[src/source/lc4_pkg.sv]
`default_nettype none

package lc4_pkg;

    typedef logic [15:0] word_t;
    typedef logic [2:0]  reg_sel_t;

    // one-hot negative, zero, positive
    typedef logic [2:0]  nzp_t;

    // why a trace record carries no work
    typedef logic [1:0]  stall_t;

    localparam stall_t STALL_NONE   = 2'd0;
    localparam stall_t STALL_BRANCH = 2'd2;
    localparam stall_t STALL_LOAD   = 2'd3;

    // opcode families in insn[15:12]
    localparam logic [3:0] OP_BR    = 4'b0000;
    localparam logic [3:0] OP_ARITH = 4'b0001;
    localparam logic [3:0] OP_LOGIC = 4'b0101;
    localparam logic [3:0] OP_LDR   = 4'b0110;
    localparam logic [3:0] OP_STR   = 4'b0111;
    localparam logic [3:0] OP_CONST = 4'b1001;
    localparam logic [3:0] OP_JMP   = 4'b1100;

    typedef struct packed {
        reg_sel_t rs;
        reg_sel_t rt;
        reg_sel_t rd;
        logic     rs_re;
        logic     rt_re;
        logic     rf_we;
        logic     nzp_we;
        logic     is_load;
        logic     is_store;
        logic     is_branch;
        logic     is_jmp;
        word_t    insn;
    } ctrl_t;

    // in memory and writeback, a holds the result and b the store data
    typedef struct packed {
        ctrl_t  ctrl;
        word_t  pc;
        stall_t stall;
        word_t  a;
        word_t  b;
    } stage_t;

    typedef struct packed {
        logic     we;
        reg_sel_t rd;
        word_t    data;
    } fwd_t;

    typedef struct packed {
        logic  taken;
        word_t target;
    } redirect_t;

    typedef struct packed {
        logic  we;
        word_t addr;
        word_t wdata;
    } dmem_req_t;

    typedef struct packed {
        stall_t   stall;
        word_t    pc;
        word_t    insn;
        logic     rf_we;
        reg_sel_t wsel;
        word_t    wdata;
        logic     nzp_we;
        nzp_t     nzp;
        logic     dmem_we;
        word_t    dmem_addr;
        word_t    dmem_data;
    } trace_t;

    function automatic nzp_t nzp_of(input word_t w);
        if (w[15]) begin
            return 3'b100;
        end else if (w == '0) begin
            return 3'b010;
        end
        return 3'b001;
    endfunction

endpackage

`default_nettype wire

[src/source/lc4_regfile.sv]
`default_nettype none

module lc4_regfile (
    input  wire                     gwe,
    input  wire                     i_rst_n,
    input  wire lc4_pkg::reg_sel_t  i_rs,
    input  wire lc4_pkg::reg_sel_t  i_rt,
    output lc4_pkg::word_t          o_rs_data,
    output lc4_pkg::word_t          o_rt_data,
    input  wire lc4_pkg::fwd_t      i_w_fwd
);

    lc4_pkg::word_t regs [8];

    always_ff @(posedge gwe or negedge i_rst_n) begin
        if (!i_rst_n) begin
            for (int i = 0; i < 8; i++) begin
                regs[i] <= '0;
            end
        end else if (i_w_fwd.we) begin
            regs[i_w_fwd.rd] <= i_w_fwd.data;
        end
    end

    // a write in this cycle is visible to a read of the same register
    always_comb begin
        o_rs_data = regs[i_rs];
        o_rt_data = regs[i_rt];
        if (i_w_fwd.we && i_w_fwd.rd == i_rs) begin
            o_rs_data = i_w_fwd.data;
        end
        if (i_w_fwd.we && i_w_fwd.rd == i_rt) begin
            o_rt_data = i_w_fwd.data;
        end
    end

endmodule

`default_nettype wire

[src/source/lc4_decode.sv]
`default_nettype none

module lc4_decode (
    input  wire                     gwe,
    input  wire                     i_rst_n,
    input  wire lc4_pkg::word_t     i_insn,
    input  wire lc4_pkg::word_t     i_pc,
    input  wire lc4_pkg::redirect_t i_redirect,
    input  wire lc4_pkg::fwd_t      i_w_fwd,
    output logic                    o_stall,
    output lc4_pkg::stage_t         o_dx
);

    lc4_pkg::word_t  f_insn;
    lc4_pkg::word_t  f_pc;
    lc4_pkg::stall_t f_stall;
    lc4_pkg::ctrl_t  ctrl;
    lc4_pkg::word_t  rs_data;
    lc4_pkg::word_t  rt_data;

    function automatic lc4_pkg::ctrl_t decode_insn(input lc4_pkg::word_t insn);
        lc4_pkg::ctrl_t c;
        c      = '0;
        c.insn = insn;
        c.rs   = insn[8:6];
        c.rt   = insn[2:0];
        c.rd   = insn[11:9];
        case (insn[15:12])
            lc4_pkg::OP_ARITH: begin
                // add-immediate, add and sub only
                if (insn[5] || insn[4:3] == 2'b00 || insn[4:3] == 2'b10) begin
                    c.rs_re  = 1'b1;
                    c.rt_re  = !insn[5];
                    c.rf_we  = 1'b1;
                    c.nzp_we = 1'b1;
                end
            end
            lc4_pkg::OP_LOGIC: begin
                if (!insn[5]) begin
                    c.rs_re  = 1'b1;
                    c.rt_re  = (insn[4:3] != 2'b01);
                    c.rf_we  = 1'b1;
                    c.nzp_we = 1'b1;
                end
            end
            lc4_pkg::OP_CONST: begin
                c.rf_we  = 1'b1;
                c.nzp_we = 1'b1;
            end
            lc4_pkg::OP_LDR: begin
                c.rs_re   = 1'b1;
                c.rf_we   = 1'b1;
                c.nzp_we  = 1'b1;
                c.is_load = 1'b1;
            end
            lc4_pkg::OP_STR: begin
                // store data register sits in the rd field
                c.rt       = insn[11:9];
                c.rs_re    = 1'b1;
                c.rt_re    = 1'b1;
                c.is_store = 1'b1;
            end
            lc4_pkg::OP_BR: c.is_branch = (insn[11:9] != 3'b000);
            lc4_pkg::OP_JMP: c.is_jmp = insn[11];
            default: ;
        endcase
        return c;
    endfunction

    // fetch latch holds during a load-use stall
    always_ff @(posedge gwe or negedge i_rst_n) begin
        if (!i_rst_n) begin
            f_insn  <= '0;
            f_pc    <= '0;
            f_stall <= lc4_pkg::STALL_BRANCH;
        end else if (i_redirect.taken) begin
            f_insn  <= '0;
            f_pc    <= i_pc;
            f_stall <= lc4_pkg::STALL_BRANCH;
        end else if (!o_stall) begin
            f_insn  <= i_insn;
            f_pc    <= i_pc;
            f_stall <= lc4_pkg::STALL_NONE;
        end
    end

    assign ctrl = decode_insn(f_insn);

    lc4_regfile u_regfile (
        .gwe       (gwe),
        .i_rst_n   (i_rst_n),
        .i_rs      (ctrl.rs),
        .i_rt      (ctrl.rt),
        .o_rs_data (rs_data),
        .o_rt_data (rt_data),
        .i_w_fwd   (i_w_fwd)
    );

    // load in execute feeding this instruction, or a branch needing its NZP
    assign o_stall = o_dx.ctrl.is_load &&
                     ((ctrl.rs_re && ctrl.rs == o_dx.ctrl.rd) ||
                      (ctrl.rt_re && ctrl.rt == o_dx.ctrl.rd) ||
                      ctrl.is_branch);

    always_ff @(posedge gwe or negedge i_rst_n) begin
        if (!i_rst_n) begin
            o_dx       <= '0;
            o_dx.stall <= lc4_pkg::STALL_BRANCH;
        end else begin
            o_dx.pc <= f_pc;
            o_dx.a  <= rs_data;
            o_dx.b  <= rt_data;
            if (i_redirect.taken) begin
                o_dx.ctrl  <= '0;
                o_dx.stall <= lc4_pkg::STALL_BRANCH;
            end else if (o_stall) begin
                o_dx.ctrl  <= '0;
                o_dx.stall <= lc4_pkg::STALL_LOAD;
            end else begin
                o_dx.ctrl  <= ctrl;
                o_dx.stall <= f_stall;
            end
        end
    end

endmodule

`default_nettype wire

[src/source/lc4_execute.sv]
`default_nettype none

module lc4_execute (
    input  wire                     gwe,
    input  wire                     i_rst_n,
    input  wire lc4_pkg::stage_t    i_dx,
    input  wire lc4_pkg::fwd_t      i_m_fwd,
    input  wire lc4_pkg::fwd_t      i_w_fwd,
    output lc4_pkg::redirect_t      o_redirect,
    output lc4_pkg::stage_t         o_xm
);

    lc4_pkg::word_t insn;
    lc4_pkg::word_t rs_val;
    lc4_pkg::word_t rt_val;
    lc4_pkg::word_t alu;
    lc4_pkg::word_t pc_offset;
    lc4_pkg::nzp_t  nzp_q;
    logic           br_taken;

    // the younger write wins so memory comes before writeback
    function automatic lc4_pkg::word_t fwd_sel(
        input lc4_pkg::fwd_t     m,
        input lc4_pkg::fwd_t     w,
        input lc4_pkg::reg_sel_t r,
        input lc4_pkg::word_t    latched
    );
        if (m.we && m.rd == r) begin
            return m.data;
        end else if (w.we && w.rd == r) begin
            return w.data;
        end
        return latched;
    endfunction

    assign insn   = i_dx.ctrl.insn;
    assign rs_val = fwd_sel(i_m_fwd, i_w_fwd, i_dx.ctrl.rs, i_dx.a);
    assign rt_val = fwd_sel(i_m_fwd, i_w_fwd, i_dx.ctrl.rt, i_dx.b);

    always_comb begin
        alu = '0;
        case (insn[15:12])
            lc4_pkg::OP_ARITH: begin
                if (insn[5]) begin
                    alu = rs_val + {{11{insn[4]}}, insn[4:0]};
                end else if (insn[4:3] == 2'b10) begin
                    alu = rs_val - rt_val;
                end else begin
                    alu = rs_val + rt_val;
                end
            end
            lc4_pkg::OP_LOGIC: begin
                case (insn[4:3])
                    2'b00:   alu = rs_val & rt_val;
                    2'b01:   alu = ~rs_val;
                    2'b10:   alu = rs_val | rt_val;
                    default: alu = rs_val ^ rt_val;
                endcase
            end
            lc4_pkg::OP_CONST: alu = {{7{insn[8]}}, insn[8:0]};
            // effective address is base plus signed 6-bit offset
            lc4_pkg::OP_LDR, lc4_pkg::OP_STR: alu = rs_val + {{10{insn[5]}}, insn[5:0]};
            default: alu = '0;
        endcase
    end

    // jump uses an 11-bit offset, branch a 9-bit one
    assign pc_offset = i_dx.ctrl.is_jmp ? {{5{insn[10]}}, insn[10:0]}
                                        : {{7{insn[8]}}, insn[8:0]};

    assign br_taken = i_dx.ctrl.is_branch && ((nzp_q & insn[11:9]) != 3'b000);

    assign o_redirect.taken  = br_taken || i_dx.ctrl.is_jmp;
    assign o_redirect.target = i_dx.pc + 16'd1 + pc_offset;

    // a load sets NZP one stage later, from the memory forward; every
    // register writer also sets NZP, so a non-load there rewrites its own value
    always_ff @(posedge gwe or negedge i_rst_n) begin
        if (!i_rst_n) begin
            nzp_q <= lc4_pkg::nzp_of('0);
        end else if (i_dx.ctrl.nzp_we && !i_dx.ctrl.is_load) begin
            nzp_q <= lc4_pkg::nzp_of(alu);
        end else if (i_m_fwd.we) begin
            nzp_q <= lc4_pkg::nzp_of(i_m_fwd.data);
        end
    end

    always_ff @(posedge gwe or negedge i_rst_n) begin
        if (!i_rst_n) begin
            o_xm       <= '0;
            o_xm.stall <= lc4_pkg::STALL_BRANCH;
        end else begin
            o_xm.ctrl  <= i_dx.ctrl;
            o_xm.pc    <= i_dx.pc;
            o_xm.stall <= i_dx.stall;
            o_xm.a     <= alu;
            // store data after bypassing
            o_xm.b     <= rt_val;
        end
    end

endmodule

`default_nettype wire

[src/source/lc4_result.sv]
`default_nettype none

module lc4_result (
    input  wire                     gwe,
    input  wire                     i_rst_n,
    input  wire lc4_pkg::stage_t    i_xm,
    input  wire lc4_pkg::word_t     i_dmem_rdata,
    output lc4_pkg::dmem_req_t      o_dmem,
    output lc4_pkg::fwd_t           o_m_fwd,
    output lc4_pkg::fwd_t           o_w_fwd,
    output lc4_pkg::trace_t         o_trace
);

    lc4_pkg::stage_t w_q;
    lc4_pkg::word_t  w_addr;
    lc4_pkg::word_t  st_data;
    lc4_pkg::word_t  m_data;
    lc4_pkg::word_t  mem_addr;
    logic            mem_op;

    assign mem_op   = i_xm.ctrl.is_load | i_xm.ctrl.is_store;
    assign mem_addr = mem_op ? i_xm.a : '0;

    // writeback still in flight to the store's data register
    assign st_data = (o_w_fwd.we && o_w_fwd.rd == i_xm.ctrl.rt) ? o_w_fwd.data : i_xm.b;

    assign o_dmem = '{we: i_xm.ctrl.is_store, addr: mem_addr, wdata: st_data};

    assign m_data  = i_xm.ctrl.is_load ? i_dmem_rdata : i_xm.a;
    assign o_m_fwd = '{we: i_xm.ctrl.rf_we, rd: i_xm.ctrl.rd, data: m_data};

    always_ff @(posedge gwe or negedge i_rst_n) begin
        if (!i_rst_n) begin
            w_q       <= '0;
            w_q.stall <= lc4_pkg::STALL_BRANCH;
        end else begin
            w_q.ctrl  <= i_xm.ctrl;
            w_q.pc    <= i_xm.pc;
            w_q.stall <= i_xm.stall;
            w_q.a     <= m_data;
            w_q.b     <= st_data;
        end
    end

    // address of the access now in writeback
    always_ff @(posedge gwe or negedge i_rst_n) begin
        if (!i_rst_n) begin
            w_addr <= '0;
        end else begin
            w_addr <= mem_addr;
        end
    end

    assign o_w_fwd = '{we: w_q.ctrl.rf_we, rd: w_q.ctrl.rd, data: w_q.a};

    always_comb begin
        o_trace.stall     = w_q.stall;
        o_trace.pc        = w_q.pc;
        o_trace.insn      = w_q.ctrl.insn;
        o_trace.rf_we     = w_q.ctrl.rf_we;
        o_trace.wsel      = w_q.ctrl.rf_we ? w_q.ctrl.rd : '0;
        o_trace.wdata     = w_q.ctrl.rf_we ? w_q.a : '0;
        o_trace.nzp_we    = w_q.ctrl.nzp_we;
        o_trace.nzp       = w_q.ctrl.nzp_we ? lc4_pkg::nzp_of(w_q.a) : '0;
        o_trace.dmem_we   = w_q.ctrl.is_store;
        o_trace.dmem_addr = (w_q.ctrl.is_load || w_q.ctrl.is_store) ? w_addr : '0;
        // loads report the word read, stores the word written
        if (w_q.ctrl.is_load) begin
            o_trace.dmem_data = w_q.a;
        end else if (w_q.ctrl.is_store) begin
            o_trace.dmem_data = w_q.b;
        end else begin
            o_trace.dmem_data = '0;
        end
    end

endmodule

`default_nettype wire

[src/source/lc4_core.sv]
`default_nettype none

module lc4_core #(
    parameter lc4_pkg::word_t RESET_PC = 16'h8200
) (
    input  wire                     gwe,
    input  wire                     i_rst_n,
    output lc4_pkg::word_t          o_cur_pc,
    input  wire lc4_pkg::word_t     i_cur_insn,
    output lc4_pkg::dmem_req_t      o_dmem,
    input  wire lc4_pkg::word_t     i_dmem_rdata,
    output lc4_pkg::trace_t         o_trace
);

    lc4_pkg::word_t     pc_q;
    lc4_pkg::word_t     next_pc;
    logic               stall;
    lc4_pkg::redirect_t redirect;
    lc4_pkg::stage_t    dx;
    lc4_pkg::stage_t    xm;
    lc4_pkg::fwd_t      m_fwd;
    lc4_pkg::fwd_t      w_fwd;

    // hold on a load-use stall, otherwise follow execute or step by one
    always_comb begin
        if (stall) begin
            next_pc = pc_q;
        end else if (redirect.taken) begin
            next_pc = redirect.target;
        end else begin
            next_pc = pc_q + 16'd1;
        end
    end

    always_ff @(posedge gwe or negedge i_rst_n) begin
        if (!i_rst_n) begin
            pc_q <= RESET_PC;
        end else begin
            pc_q <= next_pc;
        end
    end

    assign o_cur_pc = pc_q;

    lc4_decode u_decode (
        .gwe        (gwe),
        .i_rst_n    (i_rst_n),
        .i_insn     (i_cur_insn),
        .i_pc       (pc_q),
        .i_redirect (redirect),
        .i_w_fwd    (w_fwd),
        .o_stall    (stall),
        .o_dx       (dx)
    );

    lc4_execute u_execute (
        .gwe        (gwe),
        .i_rst_n    (i_rst_n),
        .i_dx       (dx),
        .i_m_fwd    (m_fwd),
        .i_w_fwd    (w_fwd),
        .o_redirect (redirect),
        .o_xm       (xm)
    );

    lc4_result u_result (
        .gwe          (gwe),
        .i_rst_n      (i_rst_n),
        .i_xm         (xm),
        .i_dmem_rdata (i_dmem_rdata),
        .o_dmem       (o_dmem),
        .o_m_fwd      (m_fwd),
        .o_w_fwd      (w_fwd),
        .o_trace      (o_trace)
    );

endmodule

`default_nettype wire

[config.mk]
export PLATFORM = sky130hd
export DESIGN_NAME = lc4_core
export DESIGN_NICKNAME = d
export VERILOG_FILES = /design/src/source/lc4_pkg.sv /design/src/source/lc4_regfile.sv /design/src/source/lc4_decode.sv /design/src/source/lc4_execute.sv /design/src/source/lc4_result.sv /design/src/source/lc4_core.sv
export SDC_FILE = /design/constraint.sdc
export NUM_CORES = 1
export LEC_CHECK = 0
export ABC_AREA = 1
export BUFFER_PORTS_ARGS = -buffer_cell sky130_fd_sc_hd__clkbuf_2
export CAP_MARGIN = 20
export CORE_MARGIN = 1.5
export CORE_UTILIZATION = 30
export CTS_BUF_LIST = sky130_fd_sc_hd__clkbuf_4 sky130_fd_sc_hd__clkbuf_8 sky130_fd_sc_hd__clkbuf_16
export DETAILED_ROUTE_END_ITERATION = 8
export PLACE_DENSITY = 0.56
export REMOVE_ABC_BUFFERS = 1
export SYNTH_ARGS = -nofsm -noshare
export SYNTH_HDL_FRONTEND = slang
export SYNTH_SLANG_ARGS = --single-unit
[constraint.sdc]
create_clock -name gwe -period 11.62 [get_ports gwe]
set_input_delay 1.743 -clock gwe [delete_from_list [all_inputs] [get_ports gwe]]
set_output_delay 1.743 -clock gwe [all_outputs]
set_load 0.03 [all_outputs]
==> results.md, run 1 <==
* Min Tclk post-route at 5.80 ns
* Ys async rst share at 100%
* Seq/Total Area, Yosys at 47.9%
* Max-slew violations at 0
* Number of global-route vias before repair at 17547
* Fin nets at 2833
* TritonCTS clock tree: built
* Worst Path Required at 12.10 ns
* Die Wd at 271 um
* Arrival time at the worst endpoint at 6.27 ns
* Maxcap violations at 0
* Share of the synthesized area in the top cell type at 47.0%
* GP Congestion at 0.945
* Clock share of power at 25.8%
* Die Y at 271 um
* Reg-to-reg startpoint: u_result.o_w_fwd[17]$_DFF_PN0_
* Switching power at 2.46 mW
* Area contributors post-synth: dfrtp_1 (47%), o21ai_0 (9.2%), nand2_1 (9.1%)
* Worst hold path type: register to register
* Initial antenna violation count at 4
* Max Freq at 173 MHz
* Pwr Density at 240 nW/um^2
* Diode count at 0
* Peak VDD IR at 158 uV
* Area delta synth->final at 14.8%
* Final hold violation count at 0
* Number of enable flip-flop cells after synthesis at 0
* I/O Buffers at 173
* Min-delay src: u_execute.o_xm[58]$_DFF_PN0_
* Outcome: complete, no violations
* Hold path depth at 0
* H-tree depth at 2
* Period utilization at 49.9%
* RSZ-0062 raised after global routing: false
* Synth cell types at 53
* Reg2reg end: u_execute.nzp_q[0]$_DFFE_PN0P_
* Proportion of layout cells with a drive suffix above 1 at 14.5%
* Sw frac at 41.4%
* Int Power at 3.47 mW
* DR vias/cell at 5.02
* Std-Cell Core Area at 70500 um^2
* Max stage delay cell, worst path: dfrtp_1
* Crit path max fanout at 13
* Critical path class: register to register
* Synthesized flop and latch total at 411
* Worst-path clk slew at 0.06 ns
* CP most frequent cell: nand2_1
* Clock skew at 0.0302 ns
* # IOs at 174
* Final setup fails at 0
* Drt initial violations at 1675
* Max clock buf depth at 3
* Ys flop type: dfrtp_1
* Non-Filler Instances at 3708
* Fillers at 7405
* R2r setup slk at 5.82 ns
* # resized after CTS at 0
* Setup crit start kind: register
* Via Count at 18599
* Synth Area per Inst at 8.10 um^2
* Initial Utilization at 30.5%
* DRC at 0
* Clock sinks at 411
* Post-synthesis cell area at 21500 um^2
* Die area at 73300 um^2
* First-pass GRT wire length at 109 mm
* Leak at 11.8 nW
* Worst slew margin at 21.0%
* Post-DRT Antenna Nets at 0
* # placed instances at 3621
* WL per Instance at 19.1 um
* CP max stage delay at 0.64 ns
* Leading area contributor after synthesis: dfrtp_1
* Yosys warnings at 0
* Critical Path End: u_execute.nzp_q[0]$_DFFE_PN0P_
* First-pass DRT Iterations at 6
* Routed WL at 70.9 mm
* Root Driver: clkbuf_16
* Seq pwr share at 38.0%
* Combinational power share at 36.2%
* CP startpoint: u_result.o_w_fwd[17]$_DFF_PN0_
* Design Power at 5.93 mW
* Post-CTS setup buffer count at 0
* Setup TNS at 0 ns
* Critical Path End Type: register
* Synthesized instance count at 2655
* Largest net degree at the start of global routing at 150
* Total GRT Usage at 19.1%
* Slew @ Worst Pin at 1.17 ns
* Num rows at 97
* Worst-Skew Late Latency at 0.60 ns
* HPWL after DPL at 50.0 mm
* Hold buffers post-CTS at 0
* Grt total ovfl at 0
* R2R cell count at 37
* CTS Buf Count at 47
## cells in the mapped netlist (all sizes together) (8+ instances only)
master    n
o22ai     8
or2      29
a21oi   176
buf      61
o311ai   17
o21ai   403
clkbuf  122
a31oi    14
o21a     14
nor3     10
ha       65
nand2   537
xnor2    18
inv     301
nand4    20
nand3   135
dfrtp   404
o211ai   56
xor2     10
a22oi     9
nor2    199
## cells in the final DEF (no fill, tap or decap), types with 5 or more instances in the layout
master      Yosys  final
o221ai_1        5      5
o311ai_0       17     17
clkinv_2        0      7
o21a_1         14     14
clkbuf_4        0     10
nor3_1         10      9
nand3_2        19     19
xnor2_1        18     18
ha_1           65     65
a21oi_1       175    175
clkinvlp_4      0      6
xor2_1          9      9
nand3_1       116    116
clkbuf_16       0     48
nor2_1        184    183
inv_1         287    287
or2_2          20     20
nand2_1       520    520
a22oi_1         9      9
dfrtp_1       404    402
o22ai_1         8      8
nor2_4          9      9
clkbuf_8        0      6
a31oi_1        14     14
nand2_2        17     17
o21ai_0       396    395
buf_4          41     34
or2_0           7      7
nand4_1        20     20
nor2_2          6      7
inv_2          13     13
clkbuf_2        0    172
o211ai_1       56     56
dfstp_2         7      7
## routing by layer
metal | GRT usage (%) | vias up | part of all wire, %
met5 | 0 | - | 0.069
met4 | 5.81 | 6 | 2.9
met3 | 3.27 | 109 | 7.3
met2 | 29.4 | 668 | 44
met1 | 27.4 | 8948 | 46
li1 | - | 8868 | -
## area by class of cell
cell class | count | area, um^2 | share of cell area, %
Multi-Input combinational cell | 1756 | 9230 | 37.4
Clock buffer | 64 | 1360 | 5.50
Sequential cell | 411 | 10300 | 41.7
Clock inverter | 21 | 246 | 0.998
Tap cell | 940 | 1180 | 4.76
Timing Repair Buffer | 211 | 1230 | 5.00
Inverter | 305 | 1150 | 4.65
## stage by stage
stage               utilization, %  area [um^2]  hold WS [ns]  setup slack (ns)
floorplan                        -        20600         0.331              1.80
global placement              32.6        23000         0.332              5.42
detailed placement            32.7        23000         0.336              5.36
CTS                           34.9        24600         0.322              5.93
global route                  35.0        24700         0.347              5.19
finish                        35.0        24700         0.338              5.82
## worst max-delay path, delay by kind of cell, from the launching register on
family,cells,cell delay (ns)
compound gates,7,0.86
xor+xnor,1,0.13
fa+ha+maj,2,0.62
buf+inv,1,0.16
flops,1,0.64
simple gates,26,3.27
## state kept, by name, summed over array words and instances, names as in the netlist
register	count
u_decode.u_regfile.regs	128
u_decode.o_dx	74
u_execute.o_xm	72
u_result.o_trace	34
u_result.o_w_fwd	18
u_result.w_q	17
o_cur_pc	16
u_decode.f_insn	16
u_decode.f_pc	16
u_result.w_addr	16
u_execute.nzp_q	3
u_decode.f_stall	1
## cells by family (layout without fill, tap and decap cells)
family | Yosys count | in the layout | synth area share (%)
AOI/OAI and AO/OA | 724 | 724 | 18.6
xor gates and xnor gates | 28 | 28 | 1.18
adders and majority gates | 67 | 67 | 3.97
buffers and inverters | 488 | 601 | 9.50
DFF | 411 | 411 | 47.9
and+or+nand+nor | 937 | 937 | 18.9
## how the worst min path moves through the flow
stage	endpoint	slack [ns]
floorplan	u_execute.o_xm[32]$_DFF_PN0_	0.33
global placement	u_execute.o_xm[68]$_DFF_PN0_	0.33
detailed placement	u_result.o_trace[83]$_DFF_PN0_	0.34
CTS	u_result.o_trace[65]$_DFF_PN0_	0.32
global route	u_result.o_trace[65]$_DFF_PN0_	0.35
finish	u_result.o_trace[65]$_DFF_PN0_	0.34
## power by group through the flow
| stage | clock (mW) | combinational [mW] | sequential [mW] |
|---|---|---|---|
| 6_report | 1.53 | 2.15 | 2.26 |
| 5_1_grt | 1.62 | 2.40 | 2.31 |
| 4_1_cts | 1.57 | 2.14 | 2.25 |
| 3_5_place_dp | 0 | 2.13 | 2.27 |
| 3_3_place_gp | 0 | 2.11 | 2.27 |
| 2_1_floorplan | 0 | 1.35 | 2.27 |
(Power assumes the default switching activity.)
==> run 2, diff against run 1 <==
Settings changed: ABC_AREA 1 to 0, PLACE_DENSITY 0.56 to 0.57.
Clock period 11.62 ns to 5.06 ns, I/O delays scaled along.
==> run 2 against run 1 <==
Against the previous run:
- non-clock buffer count up 194
- count of clock-buffer cells in the layout grew 2
- total power rose to 2.7 times the previous value
- the flow now finishes with violations (negative setup slack)
- wire length barely moved
- synthesized cell count shrank 20%
- die area is 1.5% higher
- via count down 6.0%
- area after synthesis up 1.5%
- combinational power rose to 3.3 times the previous value
- first-iteration DRC count decreased by 26%
- setup slack got worse by 6.1 ns
==> results.md, run 2 <==
* Maxcap violations at 0
* Synthesized flop and latch total at 411
* Highest-count cells in the layout ignoring fill and taps: dfrtp_1 (401), nand2_1 (302), buf_4 (214)
* Worst Path Required at 5.56 ns
* Area delta synth->final at 24.3%
* CP delay by family, top: compound AO/OA/AOI/OAI gates
* Crit path depth at 28
* Routed WL at 70.9 mm
* Footprint of the multi-input gates at 11000 um^2
* CTS Buf Count at 45
* Std-Cell Core Area at 71700 um^2
* First-pass DRT Iterations at 6
* Slew @ Worst Pin at 1.14 ns
* Via Count at 17486
* # placed instances at 3274
* Leak at 12.7 nW
* DR vias/cell at 5.17
* Proportion of layout cells with a drive suffix above 1 at 32.2%
* Max Freq at 186 MHz
* Die area at 74400 um^2
* Setup crit start kind: register
* Total GRT Usage at 19.0%
* Grt total ovfl at 0
* Synth Area per Inst at 10.3 um^2
* Die Wd at 273 um
* Num rows at 98
* Commonest cells in the netlist: dfrtp_1 (404), nand2_1 (302), mux2_2 (126), nor2_1 (116), clkbuf_1 (109)
* Clock skew at 0.0288 ns
* Share of the synthesized area in the top cell type at 46.3%
* Most common cell after layout, fill and taps aside: dfrtp_1
* Period utilization at 106%
* Arrival time at the worst endpoint at 5.87 ns
* Seq/Total Area, Yosys at 47.1%
* Outcome: finished with violations
* Post-synthesis cell area at 21800 um^2
* TritonCTS clock tree: built
* Met3 Resource Use GR at 3.25%
* Largest net degree at the start of global routing at 112
* Fin nets at 2496
* Post-DRT Antenna Nets at 0
* Initial antenna violation count at 2
* Regs by FF count: u_decode.u_regfile.regs x128, u_decode.o_dx x74, u_execute.o_xm x72
* Die Y at 273 um
* Clock sinks at 411
* Area contributors post-synth: dfrtp_1 (46%), mux2_2 (6.5%), nand2_1 (5.2%)
* Critical Path End Type: register
* DRC at 0
* Most frequent cell after synthesis: dfrtp_1
* Pwr Density at 579 nW/um^2
* Root Driver: clkbuf_16
* Worst slew margin at 23.9%
* I/O Buffers at 173
* R2R cell count at 28
* CP max stage delay at 0.50 ns
* Crit path max fanout at 6
* GP Congestion at 0.925
* Global routing usage on met1 at 27.2%
* # IOs at 174
* H-tree depth at 2
* Fillers at 7009
* HPWL after DPL at 50.3 mm
* Max-slew violations at 0
* Worst-path clk slew at 0.07 ns
* Final setup margin at -0.302 ns
* Hold Slack at 0.198 ns
* Ys async rst share at 100%
* Drt initial violations at 1241
* Max stage delay cell, worst path: a2111o_1
* Final hold violation count at 0
* Number of enable flip-flop cells after synthesis at 0
* Grt peak-use layer: met2
* Synth cell types at 92
* Yosys warnings at 0
* Worst hold path type: primary input to asynchronous set/reset pin
* Leading area contributor after synthesis: dfrtp_1
* FF/Latch Area at 10300 um^2
* Number of global-route vias before repair at 17709
* Critical path class: register to register
* Initial Utilization at 30.4%
* Failing checks: negative setup slack
* Crit path buffers/inverters at 5
* Largest register FFs at 128
* Min Tclk post-route at 5.36 ns
* WL per Instance at 21.0 um
* Non-Filler Instances at 3382
* Max clock buf depth at 3
* RSZ-0062 raised after global routing: true
* Peak VDD IR at 316 uV
* Worst-Skew Late Latency at 0.59 ns
* Most flop-heavy register: u_decode.u_regfile.regs
* Synthesized instance count at 2117
* Final setup fails at 4
* GR Layer Usage met2 at 29.9%
* First-pass GRT wire length at 109 mm
* Ys flop type: dfrtp_1
[run 2: cell count changes after synthesis, sizes merged, moves of 39 or more]
cell / previous run / this run
a21oi: 176 / 91
and3: 2 / 45
inv: 301 / 79
mux2: 0 / 128
mux2i: 0 / 54
mux4: 0 / 40
nand2: 537 / 302
nand3: 135 / 51
nor2: 199 / 116
nor2b: 0 / 39
o211ai: 56 / 12
o21ai: 403 / 100
xnor2: 18 / 57
[run 2: timing repair]
item | CTS | global route
setup endpoints to repair | 6 | 7
setup buffers | 15 | 6
gates cloned | 0 | 1
resized for setup | 84 | 38
pin swaps | 60 | 31
endpoints found under the hold margin | 0 | 0
hold buffers | 0 | 0
[run 2: final timing paths]
path / to / slack, ns / start
max: u_execute.nzp_q[1]$_DFFE_PN1P_ / -0.30 / u_decode.o_dx[79]$_DFF_PN0_
min: o_cur_pc[12]$_DFFE_PN0N_ / 0.20 / i_rst_n
max reg2reg: u_execute.nzp_q[1]$_DFFE_PN1P_ / -0.30 / u_decode.o_dx[79]$_DFF_PN0_
min reg2reg: u_execute.o_xm[32]$_DFF_PN0_ / 0.34 / u_decode.o_dx[32]$_DFF_PN0_
max in group asynchronous: u_decode.u_regfile.regs[120]$_DFFE_PN0P_ / 3.72 / i_rst_n
min in group gwe: u_execute.o_xm[32]$_DFF_PN0_ / 0.34 / u_decode.o_dx[32]$_DFF_PN0_
[run 2: area by class of cell]
cell class	instances	share of cell area, %
multi-input cells	1451	40.3
flip-flops and latches	411	37.9
repair buffers	405	10.3
clock buffers	66	5.05
well taps	950	4.38
inverters	81	1.12
clock inverters	16	0.830
diodes	2	0.0184
[run 2: routing by layer]
metal  vias to the layer above  part of all wire [%]
met3                        73                   7.0
met1                      8797                    46
li1                       8030                     -
met2                       584                    46
met4                         2                   1.6
met5                         -                 0.011
[run 2: power breakdown]
part / switching (mW) / internal, mW / total (mW)
clock: 1.40 / 2.10 / 3.49
combinational: 3.88 / 3.15 / 7.02
sequential: 0.836 / 4.37 / 5.21
[run 2: cell families (layout without fill, tap and decap cells)]
kind of cell | count (synthesis) | after routing | share of synthesized area (%)
other | 0 | 2 | 0
multiplexers | 222 | 222 | 13.2
flip-flops | 411 | 411 | 47.1
XOR/XNOR | 72 | 72 | 3.15
AO/OA/AOI/OAI | 400 | 400 | 12.3
buffers and inverters | 255 | 568 | 5.41
adder cells (fa/ha/maj) | 67 | 67 | 3.91
AND/OR/NAND/NOR | 690 | 690 | 14.9
[run 2: metrics by stage]
stage / total power, mW / cell area [um^2] / worst slack [ns] / setup TNS [ns] / util (%)
detailed placement: 11.6 / 24800 / -0.691 / -2.73 / 34.5
floorplan: 8.89 / 21000 / -4.09 / -282.81 / -
global route: 16.7 / 27100 / -0.630 / -2.25 / 37.8
CTS: 15.6 / 26800 / -0.212 / -0.700 / 37.4
global placement: 11.5 / 24700 / -0.607 / -2.49 / 34.5
finish: 15.7 / 27100 / -0.302 / -1.05 / 37.8
==> run 3, diff against run 2 <==
Settings changed: GPL_TIMING_DRIVEN from default to 0.
==> run 3 against run 2 <==
Against the previous run:
- the run still ends with negative setup slack left
- clock skew shrank 0.016 ns
- die area is the same
- clock power shrank 4%
- fmax shrank 2.9%
- setup slack lost 0.16 ns
- register-to-register slack lost 0.16 ns
- utilization shrank 0.98 points
- critical endpoint unchanged
==> results.md, run 3 (synthesis gave the netlist of run 2 again) <==
* Regs by FF count: u_decode.u_regfile.regs x128, u_decode.o_dx x74, u_execute.o_xm x72
* Max-slew violations at 0
* Area delta synth->final at 21.1%
* Diode count at 0
* Num rows at 98
* R2r setup slk at -0.46 ns
* Slew @ Worst Pin at 0.988 ns
* Drt initial violations at 1574
* Min Tclk post-route at 5.52 ns
* Outcome: finished with violations
* Setup crit start kind: register
* Arrival time at the worst endpoint at 6.04 ns
* Worst Path Required at 5.57 ns
* DR vias/cell at 5.38
* Initial antenna violation count at 3
* RSZ-0062 raised after global routing: true
* # placed instances at 3108
* Number of global-route vias before repair at 17583
* Period utilization at 109%
* # IOs at 174
* Seq pwr share at 36.4%
* Final setup fails at 5
* Initial Utilization at 30.4%
* Non-Filler Instances at 3248
* R2R cell count at 25
* Critical path class: register to register
* Sw frac at 40.1%
* I/O Buffers at 173
* CTS Buf Count at 45
* Final setup margin at -0.464 ns
* Leak at 12.1 nW
* GP Congestion at 0.884
* Worst-Skew Late Latency at 0.59 ns
* Peak VDD IR at 286 uV
* Int Power at 8.94 mW
* TritonCTS clock tree: built
* Switching power at 5.98 mW
* Std-Cell Core Area at 71700 um^2
* Crit path max fanout at 8
* Post-DRT Antenna Nets at 0
* Hold buffers post-CTS at 0
* Total GRT Usage at 19.0%
* Clock skew at 0.0132 ns
* WL per Instance at 22.0 um
* DRC at 0
* Final hold violation count at 0
* Clock sinks at 411
* Routed WL at 71.6 mm
* Max clock buf depth at 3
* Reg2reg end: u_execute.nzp_q[1]$_DFFE_PN1P_
* Combinational power share at 41.1%
* HPWL after DPL at 49.3 mm
* Worst hold path type: primary input to asynchronous set/reset pin
* Fillers at 7030
* Highest-count cells in the layout ignoring fill and taps: dfrtp_1 (389), nand2_1 (301), clkbuf_2 (172)
* First-pass DRT Iterations at 8
* Grt total ovfl at 0
* Critical Path End: u_execute.nzp_q[1]$_DFFE_PN1P_
* Pwr Density at 565 nW/um^2
* Die Y at 273 um
* Die area at 74400 um^2
* H-tree depth at 2
* Fin nets at 2366
* Setup TNS at -1.76 ns
* Failing checks: negative setup slack
* Largest net degree at the start of global routing at 115
* Die Wd at 273 um
* Maxcap violations at 0
* Reg-to-reg startpoint: u_execute.o_xm[70]$_DFF_PN0_
* Largest register FFs at 128
* Worst slew margin at 33.8%
* Most common cell after layout, fill and taps aside: dfrtp_1
* Critical Path End Type: register
* Via Count at 17473
* Hold Slack at 0.227 ns
* Clock share of power at 22.5%
* Worst-path clk slew at 0.06 ns
* First-pass GRT wire length at 109 mm
* CP startpoint: u_execute.o_xm[70]$_DFF_PN0_
* Proportion of layout cells with a drive suffix above 1 at 28.9%
* Max Freq at 181 MHz
* Root Driver: clkbuf_16
* Most flop-heavy register: u_decode.u_regfile.regs
[run 3: layout make-up]
| cell class | count | area, um^2 | area share [%] |
|---|---|---|---|
| well taps | 950 | 1190 | 4.50 |
| clock inverters | 13 | 144 | 0.544 |
| inverters | 81 | 307 | 1.16 |
| repair buffers | 273 | 2070 | 7.83 |
| multi-input cells | 1453 | 11000 | 41.7 |
| flip-flops and latches | 411 | 10300 | 39.1 |
| clock buffers | 67 | 1370 | 5.17 |
[run 3: worst min-delay path by stage]
stage,depth (start not counted),endpoint,slack (ns),start
5_1_grt,1,o_cur_pc[13]$_DFFE_PN0N_,0.28,i_rst_n
6_report,1,o_cur_pc[12]$_DFFE_PN0N_,0.23,i_rst_n
3_3_place_gp,0,u_result.o_trace[74]$_DFF_PN0_,0.33,u_execute.o_xm[35]$_DFF_PN0_
4_1_cts,1,u_decode.f_pc[12]$_DFFE_PN0N_,0.24,i_rst_n
3_5_place_dp,0,u_result.o_trace[71]$_DFF_PN0_,0.33,u_execute.o_xm[64]$_DFF_PN0_
2_1_floorplan,0,u_execute.o_xm[32]$_DFF_PN0_,0.33,u_decode.o_dx[32]$_DFF_PN0_
[run 3: power groups by stage]
stage | clock, mW | sequential [mW] | combinational (mW)
after floorplan | 0 | 5.32 | 3.56
after global placement | 0 | 5.45 | 5.13
after detailed placement | 0 | 5.47 | 5.34
after CTS | 3.44 | 5.42 | 5.86
after global routing | 3.57 | 5.58 | 6.64
final | 3.36 | 5.44 | 6.13
[run 3: per-stage QoR]
stage               cell area [um^2]  total power [mW]  worst slack [ns]  util [%]
finish                         26400              14.9            -0.464      36.9
global route                   26400              15.8            -0.632      36.9
CTS                            26200              14.7            -0.331      36.5
detailed placement             23900              10.8             -2.12      33.3
global placement               23000              10.6             -8.83      32.1
floorplan                      21000              8.89             -4.09         -
[run 3: layer usage]
layer	up-vias	global-route usage [%]	part of all wire, %
met1	8826	26.2	44
li1	7770	-	-
met2	727	29.4	45
met4	6	5.82	2.8
met3	144	4.53	8.4
met5	-	0.642	0.13
[run 3: repair_timing]
action | CTS | global route
endpoints found under the setup margin | 14 | 7
setup buffers | 50 | 6
resized for setup | 95 | 31
pin swaps | 56 | 27
gates cloned | 2 | 0
[run 3: worst max-delay path, stage by stage (launching register included)]
cell and delay [ns]:
dfrtp_1 0.69, and4_4 0.37, a21oi_2 0.05, a21oi_2 0.22
inv_2 0.09, ha_4 0.25, mux2i_2 0.15, ha_2 0.25
and2_4 0.15, o21ai_1 0.06, a22oi_1 0.20, o32ai_2 0.12
xnor2_1 0.23, o21ai_2 0.09, ha_4 0.19, nor3_1 0.15
o21ai_1 0.14, and3_4 0.19, or3_4 0.33, a311o_1 0.40
xnor2_2 0.18, o221ai_2 0.15, nor4_4 0.41, buf_4 0.19
a31oi_1 0.08, o21ai_1 0.12
